## src/memory_pkg.sv

```systemverilog
`default_nettype none

package memory_pkg;

  // Host bus word and address widths
  localparam int DATA_W = 16;
  localparam int HOST_ADDR_W = 14;

  // Upper host address bits pick a RAM inside the controller group
  localparam int CNT_SEL_W = 6;

  // RAM group named by the host select lines
  typedef enum logic [1:0] {
    BRAM_SELECT_CONTROLLER = 2'd0,
    BRAM_SELECT_MOD        = 2'd1,
    BRAM_SELECT_PWE_TABLE  = 2'd2,
    BRAM_SELECT_STM        = 2'd3
  } bram_select_t;

  // Sub-ranges of the controller group, compared with addr[13:8]
  localparam logic [CNT_SEL_W-1:0] BRAM_CNT_SELECT_MAIN = 6'd0;
  localparam logic [CNT_SEL_W-1:0] BRAM_CNT_SELECT_PHASE_CORR = 6'd1;

  // Bank register addresses
  // These sit in the main controller range, so the controller RAM
  // keeps a copy of every value written here
  localparam logic [HOST_ADDR_W-1:0] ADDR_MOD_MEM_WR_SEGMENT = 14'h0020;
  localparam logic [HOST_ADDR_W-1:0] ADDR_STM_MEM_WR_SEGMENT = 14'h0021;
  localparam logic [HOST_ADDR_W-1:0] ADDR_STM_MEM_WR_PAGE = 14'h0022;

endpackage

`default_nettype wire

```

## src/wr_bank_regs.sv

```systemverilog
`timescale 1ns/1ps
`default_nettype none

module wr_bank_regs #(
  parameter int STM_PAGE_W = 2
) (
  input  logic                               bus_clk,
  input  logic                               rst,
  // Write strobe into the main controller range
  input  logic                               ctl_wr,
  input  logic [memory_pkg::HOST_ADDR_W-1:0] addr,
  input  logic [memory_pkg::DATA_W-1:0]      data_in,
  output logic                               mod_wr_segment,
  output logic                               stm_wr_segment,
  output logic [STM_PAGE_W-1:0]              stm_wr_page
);

  import memory_pkg::*;

  // Oldest sample in bit 2
  logic [2:0] wr_hist;
  logic       wr_held;

  // Strobe was low, then high for two edges in a row
  assign wr_held = (wr_hist == 3'b011);

  always_ff @(posedge bus_clk) begin
    if (rst) begin
      wr_hist <= '0;
    end else begin
      wr_hist <= {wr_hist[1:0], ctl_wr};
    end
  end

  always_ff @(posedge bus_clk) begin
    if (rst) begin
      mod_wr_segment <= 1'b0;
      stm_wr_segment <= 1'b0;
      stm_wr_page    <= '0;
    end else if (wr_held) begin
      case (addr)
        ADDR_MOD_MEM_WR_SEGMENT: begin
          mod_wr_segment <= data_in[0];
        end
        ADDR_STM_MEM_WR_SEGMENT: begin
          stm_wr_segment <= data_in[0];
        end
        ADDR_STM_MEM_WR_PAGE: begin
          stm_wr_page <= data_in[STM_PAGE_W-1:0];
        end
        default: begin
          // Ordinary controller word, no bank change
        end
      endcase
    end
  end

endmodule

`default_nettype wire
```

## config.mk

```make
export PLATFORM = sky130hd
export DESIGN_NAME = wr_bank_regs
export DESIGN_NICKNAME = d
export VERILOG_FILES = /design/src/memory_pkg.sv /design/src/wr_bank_regs.sv
export SDC_FILE = /design/constraint.sdc
export NUM_CORES = 1
export LEC_CHECK = 0
export ABC_AREA = 1
export BUFFER_PORTS_ARGS = -buffer_cell sky130_fd_sc_hd__clkbuf_2
export CORE_AREA = 4 4 41 43
export CTS_CLUSTER_DIAMETER = 40
export DETAILED_ROUTE_END_ITERATION = 6
export DIE_AREA = 0 0 45 47
export GPL_TIMING_DRIVEN = 0
export HOLD_SLACK_MARGIN = 0.05
export PLACE_DENSITY = 0.67
export SLEW_MARGIN = 20
export SYNTH_ARGS = -nofsm -noshare
export SYNTH_HDL_FRONTEND = slang
export SYNTH_SLANG_ARGS = --single-unit
```

## constraint.sdc

```tcl
create_clock -name bus_clk -period 2.36 [get_ports bus_clk]
set_clock_uncertainty 0.1 [all_clocks]
set_input_delay 0.472 -clock bus_clk [delete_from_list [all_inputs] [get_ports bus_clk]]
set_output_delay 0.472 -clock bus_clk [all_outputs]
set_load 0.01 [all_outputs]
```

# After elaboration in Yosys (flattened, before gate mapping)

Index checks and enable logic that the tools add are counted.

Register bits: 7
Input port bits: 33
Output and inout bits: 4
Word-level logic and storage cells: 11

Equal/unequal tests: 4
Reduce and logical (&&, ||, !) cells: 3

Operators by type and width:

| cell                | number |
|---|---|
| $eq 14x6->1 const B | 3 |
| $reduce_and 2->1    | 3 |
| $eq 3x2->1 const B  | 1 |

# Depth between registers and ports, before layout

Gate-level depths: netlist of the first run.

Depth in word-level cells: 2
Depth in mapped cells: 8
Depth with buffers taken out: 8

# Worst setup path after synthesis of the first run

Ideal clock, no wire load.

Path type: input-to-reg
Start point: input addr[13] (netlist name)
End point: register stm_wr_page[0]
Library setup time: 64 ps
Data arrival time: 1141 ps
Required time: 2196 ps
Setup slack: 1056 ps
Stages on the path: 6
Path buffers: 0
Path through: or2_1 nor2_4 nand3_2 nand2_1 inv_1 nor2_1

Cells in the longest elaborated chain, start to end: 2

Ends and longest elaborated chain:

| item                       | RTL line           | RTL |
|---|---|---|
| from (decl)                | wr_bank_regs.sv:11 | `input logic [memory_pkg::HOST_ADDR_W-1:0] addr,` |
| $eq 14x6->1                | wr_bank_regs.sv:41 | `case (addr)` |
| $reduce_and 2->1 (no line) | -                  |  |
| to (signal assigned)       | wr_bank_regs.sv:49 | `stm_wr_page <= data_in[STM_PAGE_W-1:0];` |
| to (decl)                  | wr_bank_regs.sv:15 | `output logic [STM_PAGE_W-1:0] stm_wr_page` |

No other way between the ends.
A chain may end at the register's enable or synchronous reset.

# Worst setup path in the final report of the first run

Start point: register mod_wr_segment
End point: output mod_wr_segment

RTL lines:

| item                   | RTL line           | RTL |
|---|---|---|
| from (decl)            | wr_bank_regs.sv:13 | `output logic mod_wr_segment,` |
| from (signal assigned) | wr_bank_regs.sv:43 | `mod_wr_segment <= data_in[0];` |

No word-level cell between the ends.

==> results of run 1 <==
[placed cells by master (no fill, tap or decap), types with 2 or more instances in the layout]
master,n
nand3_1,2
clkbuf_4,3
nand4_1,4
nor2_1,14
inv_1,19
dfxtp_1,7
nand2_1,14
clkbuf_2,22
[layer usage]
layer  up-vias  wire (µm)
li1        239          -
met2         9        472
met5         -          0
met4         0          0
met3         0         59
met1       196        350
[worst paths after layout]
kind	end	slack, ps	cells past startpoint
max reg2reg	stm_wr_page[1]	1170	6
min	wr_hist[0]	300	3
min reg2reg	wr_hist[2]	330	2
max	mod_wr_segment	1080	1
[power by group through the flow]
stage          clock network, µW  logic (µW)  registers [µW]
2_1_floorplan                  0        13.5             123
3_3_place_gp                   0        29.2             124
3_5_place_dp                   0        30.3             124
4_1_cts                      115        30.6             121
5_1_grt                      126        35.2             121
6_report                     109        30.4             121
[worst min-delay path, cell delays in order]
cell and delay [ps]:
clkbuf_2 80, inv_1 40, nor2_1 30
[logic make-up after synthesis]
logic type             count (synthesis)  share of synthesized area
buffers and inverters                 19                     0.1815
and+or+nand+nor                       39                     0.4618
DFF                                    7                     0.3567
[final cells by class]
| class | count | area share |
|---|---|---|
| Clock inverter | 1 | 0.009112 |
| Inverter | 19 | 0.1298 |
| Clock buffer | 3 | 0.04100 |
| Tap cell | 15 | 0.03417 |
| Timing Repair Buffer | 22 | 0.2005 |
| Multi-Input combinational cell | 39 | 0.3303 |
| Sequential cell | 7 | 0.2551 |
[flip-flops by register name, summed over array words and instances (netlist names)]
| register | cells |
|---|---|
| stm_wr_page | 2 |
| mod_wr_segment | 1 |
| stm_wr_segment | 1 |
| wr_hist | 3 |
[per-stage QoR]
step | hold slack (ps) | instances
floorplan | 303.1 | 65
global placement | 309.8 | 102
detailed placement | 318.1 | 102
CTS | 294.7 | 106
global route | 304.6 | 106
finish | 305.0 | 106
==> impl_metrics.ini, run 1 <==
[timing]
tns_ps = 0
hold_violations = 0
post-route-worst-setup-slack_ps = 1079
max-slew-margin-rel = 0.8099
worst_slew_pin_slew_ps = 284.8
rsz0062_at_grt = no
setup_violations = 0
min_period_ps = 1281
fmax_ghz = 0.7805
period_share = 0.5429
slew_viol_final = 0

[clock_tree]
cts_tree = yes
cts_made_buffers = 3
clock-sinks = 7
cts-hold-fix-buffers = 0
clk_latency_ps = 250
path_clk_slew_ps = 60
cts_buffer_depth = 2
h-tree-depth = 1
post_cts_buffers = 0
postCtsResizedCells = 0
cts_root_buf = clkbuf_4

[logic_synthesis]
post-synth-top-count-cell = inv_1
synthCells = 65
synth_edf_count = 0
synth_top_area_frac = 0.3567
ys_warn_count = 0
synth_ff_type = dfxtp_1
synth-seq-cells = 7
ys_top_cells_by_count = 19 x inv_1, 14 x nand2_1, 14 x nor2_1
synth_area_leaders = dfxtp_1 36%, inv_1 18%, nand2_1 13%
avgSynthCellArea_um2 = 6.044
async_flop_share = 0
syn_area_um2 = 392.9
synth-seq-area-share = 0.3567
synthesis.nets = 98
yosysTopAreaCell = dfxtp_1
synth_cell_types = 11

[global_routing]
busiest_layer = met2
overflow = 0
met1_usage = 0.09382
first_global_vias = 404
grtUsageMet2 = 0.1723
grt_start_max_net_pins = 8
grt_pass1_wl_um = 1455
met3_usage = 0.06897
antenna_found_initial = 0
grt.total_usage = 0.09976

[drt]
ant_nets = 0
drt-wirelength-per-cell_um = 8.311
viasPerCell = 4.189
vias = 444
drt_iter0_markers = 16
dr.pass1.iters = 2
finalWirelength_um = 881
drt_drc_violations_left = 0

[finish]
drive_gt1_frac = 0.3187
antennaDiodeCount = 0
seqCellArea_um2 = 140.1
multi_input_area_um2 = 181.4
fin_util = 0.4221
area_growth_syn_to_layout_pct = 39.81
fin_area_um2 = 549.3
fill_cells = 161
final_net_count = 125

[setup_path]
path_cells = clkbuf_2
arrival_ps = 710
start_kind = flop
cp_top_family = flip-flops
crit_slowest_cell = dfxtp_1
required_ps = 1790
crit_path_start = mod_wr_segment
r2r_start = wr_hist[2]
slowest_delay_ps = 320
crit_buf_inv = 1
cp-end-kind = output pin
path_class = reg2out
path_max_fanout = 2

[placed_design]
place.gp.congestion = 0.7796
dp_hpwl_um = 735.6
post-place-ws_ps = 892.3
placed_cell_area_um2 = 521.8
placement.io_buffers = 22

[floorplanning]
start_util = 0.3019
core.rowCount = 13
die_h_um = 47
io_pins = 37
dieArea_um2 = 2115
dieWidth_um = 45
core_area_um2 = 1301

[power_and_ir_drop]
power_uw = 260.6
p_switching_uw = 62.49
p_int_uw = 198.1
leakagePower_uw = 0.0003090
p_clk_frac = 0.418
seq_power_share = 0.465
sw_frac_of_total = 0.2398
vdd.ir_drop.worst_uv = 258.7
power_density_nw_per_um2 = 474.4
pwr-share-comb = 0.117

[hold_path]
min_path_type = in2reg
min_from = ctl_wr

[run_status]
status = finished clean

[flow_run]
maxCapViolCount = 0
Power figures use the tool's default switching activity.
==> run 2, diff against run 1 <==
--- a/config.mk
+++ b/config.mk
@@ -7,13 +7,13 @@
 export LEC_CHECK = 0
 export ABC_AREA = 1
 export BUFFER_PORTS_ARGS = -buffer_cell sky130_fd_sc_hd__clkbuf_2
-export CORE_AREA = 4 4 41 43
+export CORE_MARGIN = 4
+export CORE_UTILIZATION = 30
 export CTS_CLUSTER_DIAMETER = 40
 export DETAILED_ROUTE_END_ITERATION = 6
-export DIE_AREA = 0 0 45 47
 export GPL_TIMING_DRIVEN = 0
 export HOLD_SLACK_MARGIN = 0.05
-export PLACE_DENSITY = 0.67
+export PLACE_DENSITY = 0.7
 export SLEW_MARGIN = 20
 export SYNTH_ARGS = -nofsm -noshare
 export SYNTH_HDL_FRONTEND = slang
==> constraint.sdc (replaced) <==
create_clock -name bus_clk -period 1.1 [get_ports bus_clk]
set_clock_uncertainty 0.1 [all_clocks]
set_input_delay 0.22 -clock bus_clk [delete_from_list [all_inputs] [get_ports bus_clk]]
set_output_delay 0.22 -clock bus_clk [all_outputs]
set_load 0.01 [all_outputs]
==> impl_metrics.ini, run 2 (synthesized netlist as in run 1, its figures left out) <==
[timing]
max-slew-margin-rel = 0.8511
worst_slew_pin_slew_ps = 222.5
fmax_ghz = 0.8992
holdWs_ps = 59.01
hold_violations = 0
setup_violations = 4
slew_viol_final = 0
post-route-worst-setup-slack_ps = -12.16
period_share = 1.011
rsz0062_at_grt = yes
min_period_ps = 1112

[finish]
mostFrequentLayoutCell = clkbuf_2
area_growth_syn_to_layout_pct = 45.86
final_net_count = 126
antennaDiodeCount = 0
final_cell_mix = 22 x clkbuf_2, 19 x inv_1, 14 x nor2_1, 14 x nand2_1, 6 x dfxtp_1
reg_top3 = wr_hist: 3 flops, stm_wr_page: 2 flops
drive_gt1_frac = 0.3370
fill_cells = 127
regMostFlops = wr_hist
largest_register_ffs = 3

[drt]
drt-wirelength-per-cell_um = 8.236
vias = 437
ant_nets = 0
dr.pass1.iters = 3
top_layer = met4
dr_wl_met3_um = 103
viasPerCell = 4.123
finalWirelength_um = 873
wl_met2_um = 394
drt_drc_violations_left = 0
drt_iter0_markers = 1
wl_met1_um = 350

[power_and_ir_drop]
p_clk_frac = 0.424
seq_power_share = 0.456
vdd.ir_drop.worst_uv = 485.0
leakagePower_uw = 0.0003134
sw_frac_of_total = 0.2394
p_switching_uw = 136.4
power_density_nw_per_um2 = 994.3
p_int_uw = 433.4
pwr-share-comb = 0.120

[placed_design]
place.gp.congestion = 0.6644
post-place-ws_ps = -125.1
dp_hpwl_um = 691.3
placement.io_buffers = 22

[global_routing]
overflow = 0
first_global_vias = 418
grt.total_usage = 0.1164
grt_pass1_wl_um = 1580
grt_start_max_net_pins = 8
antenna_found_initial = 0

[setup_path]
path_max_fanout = 7
start_kind = flop
arrival_ps = 1200
path_class = reg2reg
required_ps = 1190
cp-end-kind = flop

[floorplanning]
dieWidth_um = 44.19
core_area_um2 = 1171
start_util = 0.3355
io_pins = 37
die_h_um = 44.19
dieArea_um2 = 1953
core.rowCount = 12

[clock_tree]
cts_tree = yes
cts_root_buf = clkbuf_4
h-tree-depth = 1
cts_made_buffers = 3
path_clk_slew_ps = 60
post_cts_buffers = 0
clk_latency_ps = 260
clock-sinks = 7
cts_buffer_depth = 2

[run_status]
violations = negative setup slack
status = finished with violations

[flow_run]
maxCapViolCount = 0

[hold_path]
min_path_type = in2reg
==> run 2: through the flow <==
stage,std cells,TNS [ps],utilization,instance area (µm²),total power (µW)
after detailed placement,101,-410.6,0.4444,520.5,329.8
after floorplan,65,0,-,392.9,293.8
after global routing,106,-398.5,0.4893,573.1,614.3
after CTS,106,-63.21,0.4882,571.8,580.6
final,106,-26.71,0.4893,573.1,569.8
after global placement,101,-336.2,0.4444,520.5,328.3
==> run 2: what timing repair did <==
action	CTS	global route
pin swaps	6	0
resized for setup	3	1
setup endpoints to repair	4	5
hold buffers	1	0
endpoints found under the hold margin	1	0
==> run 2: area by class of cell <==
| class | count | area (µm²) | area share |
|---|---|---|---|
| inverter | 19 | 71.32 | 0.1245 |
| multi-input combinational | 39 | 196.4 | 0.3428 |
| clock buffer | 4 | 26.28 | 0.04585 |
| tap | 14 | 17.52 | 0.03057 |
| sequential | 7 | 141.4 | 0.2467 |
| timing repair buffer | 23 | 120.1 | 0.2096 |
==> run 2: final timing paths <==
| kind | to | slack [ps] | from | depth (start not counted) |
|---|---|---|---|---|
| max | mod_wr_segment | -10 | wr_hist[2] | 6 |
| min | wr_hist[2] | 60 | rst | 2 |
| max reg2reg | mod_wr_segment | -10 | wr_hist[2] | 6 |
| min reg2reg | wr_hist[1] | 310 | wr_hist[0] | 2 |
==> run 2: per-layer routing <==
layer / GRT usage / up-vias
met4: 0.07229 / 0
li1: - / 243
met3: 0.07724 / 5
met5: 0 / -
met2: 0.1831 / 17
met1: 0.1117 / 172
==> run 2: power by group through the flow <==
stage          Combinational, µW  Sequential (µW)  Clock [µW]
3_3_place_gp                63.0              265           0
5_1_grt                     80.1              260         274
4_1_cts                     68.6              260         252
6_report                    68.1              260         242
2_1_floorplan               28.9              265           0
3_5_place_dp                64.5              265           0
==> run 2: critical path, cell delays in order (launching register included) <==
cell and delay, ps:
dfxtp_1 290, nand3b_1 180, nor2_4 190, nand3_2 80, nand2_1 60, inv_1 40, nor2_1 90
==> run 3, diff against run 2 <==
--- a/config.mk
+++ b/config.mk
@@ -5,15 +5,14 @@
 export SDC_FILE = /design/constraint.sdc
 export NUM_CORES = 1
 export LEC_CHECK = 0
-export ABC_AREA = 1
 export BUFFER_PORTS_ARGS = -buffer_cell sky130_fd_sc_hd__clkbuf_2
-export CORE_MARGIN = 4
-export CORE_UTILIZATION = 30
+export CORE_AREA = 4 4 41 43
 export CTS_CLUSTER_DIAMETER = 40
 export DETAILED_ROUTE_END_ITERATION = 6
+export DIE_AREA = 0 0 45 47
 export GPL_TIMING_DRIVEN = 0
 export HOLD_SLACK_MARGIN = 0.05
-export PLACE_DENSITY = 0.7
+export PLACE_DENSITY = 0.63
 export SLEW_MARGIN = 20
 export SYNTH_ARGS = -nofsm -noshare
 export SYNTH_HDL_FRONTEND = slang
==> impl_metrics.ini, run 3 <==
[run_status]
status = finished with violations
violations = negative setup slack

[setup_path]
r2r_end = mod_wr_segment
ff2ff_path_depth = 4
critPathCapture = stm_wr_page[0]
cp-end-kind = flop
path_max_fanout = 3
required_ps = 1140
crit_path_start = addr[12]
path_class = in2reg
r2r_start = wr_hist[0]
start_kind = primary input
rrSetupSlack_ps = -240
arrival_ps = 1400

[placed_design]
placement.io_buffers = 22
placed_cell_area_um2 = 445.4
dp_hpwl_um = 647.4
place.gp.congestion = 0.6941

[finish]
fin_util = 0.4038
reg_top3 = wr_hist: 3 flops, stm_wr_page: 2 flops
area_growth_syn_to_layout_pct = 66.01
mostFrequentLayoutCell = clkbuf_2
fill_cells = 139
largest_register_ffs = 3
final_net_count = 93
drive_gt1_frac = 0.6610
fin_area_um2 = 525.5
multi_input_area_um2 = 220.2
seqCellArea_um2 = 142.6
final_cell_mix = 22 x clkbuf_2, 5 x dfxtp_1, 3 x nand3_1, 3 x nor2b_1, 3 x clkbuf_4
regMostFlops = wr_hist
antennaDiodeCount = 0

[drt]
drt-wirelength-per-cell_um = 11.55
viasPerCell = 4.662
drt_drc_violations_left = 0
dr.pass1.iters = 1
ant_nets = 0
vias = 345
finalWirelength_um = 855
drt_iter0_markers = 0

[power_and_ir_drop]
sw_frac_of_total = 0.2261
seq_power_share = 0.467
p_int_uw = 431.8
pwr-share-comb = 0.106
p_switching_uw = 126.2
vdd.ir_drop.worst_uv = 498.4
p_clk_frac = 0.427
leakagePower_uw = 0.0002237
power_density_nw_per_um2 = 1062

[clock_tree]
cts_root_buf = clkbuf_4
clock-sinks = 7
h-tree-depth = 1
path_clk_slew_ps = 60
cts_buffer_depth = 2
clk_latency_ps = 250
cts_tree = yes
cts_made_buffers = 3

[logic_synthesis]
synth-seq-area-share = 0.4427
synthCells = 32
post-synth-top-count-cell = dfxtp_1
synth-seq-cells = 7
synth_ff_type = dfxtp_1
ys_top_cells_by_count = 7 x dfxtp_1, 4 x a21oi_1, 4 x nand3_1
syn_area_um2 = 316.6
synth_cell_types = 16
avgSynthCellArea_um2 = 9.892
synth_area_leaders = dfxtp_1 44%, a21bo_1 6.3%, a21oi_1 6.3%
ys_warn_count = 0
synth_top_area_frac = 0.4427
async_flop_share = 0
synthesis.nets = 65
synth_edf_count = 0
yosysTopAreaCell = dfxtp_1

[floorplanning]
io_pins = 37
core_area_um2 = 1301
core.rowCount = 13
start_util = 0.2433
die_h_um = 47
dieWidth_um = 45
dieArea_um2 = 2115

[timing]
max-slew-margin-rel = 0.8064
worst_slew_pin_slew_ps = 289.6
rsz0062_at_grt = yes
slew_viol_final = 0
hold_violations = 0
fmax_ghz = 0.7328
setup_violations = 4
period_share = 1.241
post-route-worst-setup-slack_ps = -264.7
min_period_ps = 1365

[global_routing]
first_global_vias = 341
antenna_found_initial = 0
overflow = 0
grt_start_max_net_pins = 8
grt.total_usage = 0.09264
grt_pass1_wl_um = 1324

[hold_path]
min_path_type = in2reg

[flow_run]
maxCapViolCount = 0
[run 3: changes by cell type after synthesis, sizes merged, moves of 2 or more]
cell   delta
nand2    -14
a21bo     +2
nand4     -3
o21ai     +2
a21oi     +4
inv      -19
nor2     -15
nor2b     +3
[run 3: how the worst min path moves through the flow]
| stage | endpoint | depth (start not counted) | slack (ps) | from |
|---|---|---|---|---|
| 5_1_grt | wr_hist[0] | 2 | 80 | ctl_wr |
| 3_3_place_gp | wr_hist[0] | 2 | 330 | ctl_wr |
| 6_report | wr_hist[0] | 2 | 70 | ctl_wr |
| 3_5_place_dp | wr_hist[0] | 2 | 330 | ctl_wr |
| 4_1_cts | wr_hist[0] | 2 | 70 | ctl_wr |
| 2_1_floorplan | mod_wr_segment | 1 | 190 | rst |
[run 3: worst max-delay path, stage by stage]
cell and delay, ps:
clkbuf_2 80, or4_4 550, or3_4 350, o21ai_1 140, a21oi_1 70
[run 3: cells by family (layout without fill, tap and decap cells)]
kind of cell,Yosys count,in the layout,share of synthesized area
AND/OR/NAND/NOR,17,17,0.3992
buffers and inverters,0,27,0
AO/OA/AOI/OAI,8,8,0.1581
flip-flops,7,7,0.4427
[run 3: power by group through the flow]
stage               logic [µW]  registers, µW  clock network [µW]
finish                    59.0            261                 238
global route              64.2            261                 269
CTS                       58.3            260                 251
detailed placement        51.1            265                   0
global placement          49.3            265                   0
floorplan                 12.0            264                   0
[run 3: metal layers]
layer / part of all wire / vias up / GRT usage
li1: - / 178 / -
met4: 0.0070 / 0 / 0.09357
met2: 0.48 / 12 / 0.1384
met1: 0.40 / 153 / 0.09382
met3: 0.11 / 2 / 0.04215
met5: 0 / - / 0
[run 3: cell type report]
cell class | instances | area share
Sequential cell | 7 | 0.2714
Multi-Input combinational cell | 25 | 0.4190
Tap cell | 15 | 0.03571
Timing Repair Buffer | 23 | 0.2238
Clock buffer | 4 | 0.05000
[run 3: what timing repair did]
item / in CTS / in global routing
buffers inserted: 1 / 0
hold buffers: 0 / 0
gates resized for setup: 7 / 4
cloned: 0 / 0
pin swaps: 7 / 4
setup endpoints to repair: 4 / 4
[run 3: stage by stage]
stage,total power [µW],setup WS [ps],cells,hold WS [ps],TNS (ps)
2_1_floorplan,276.5,-393.0,32,189.1,-1244
3_3_place_gp,314.3,-521.9,69,332.7,-1833
3_5_place_dp,316.3,-535.9,69,334.9,-1883
4_1_cts,569.5,-253.6,74,66.62,-975.1
5_1_grt,594.4,-339.9,74,82.03,-1305
6_report,557.9,-264.7,74,73.65,-1008
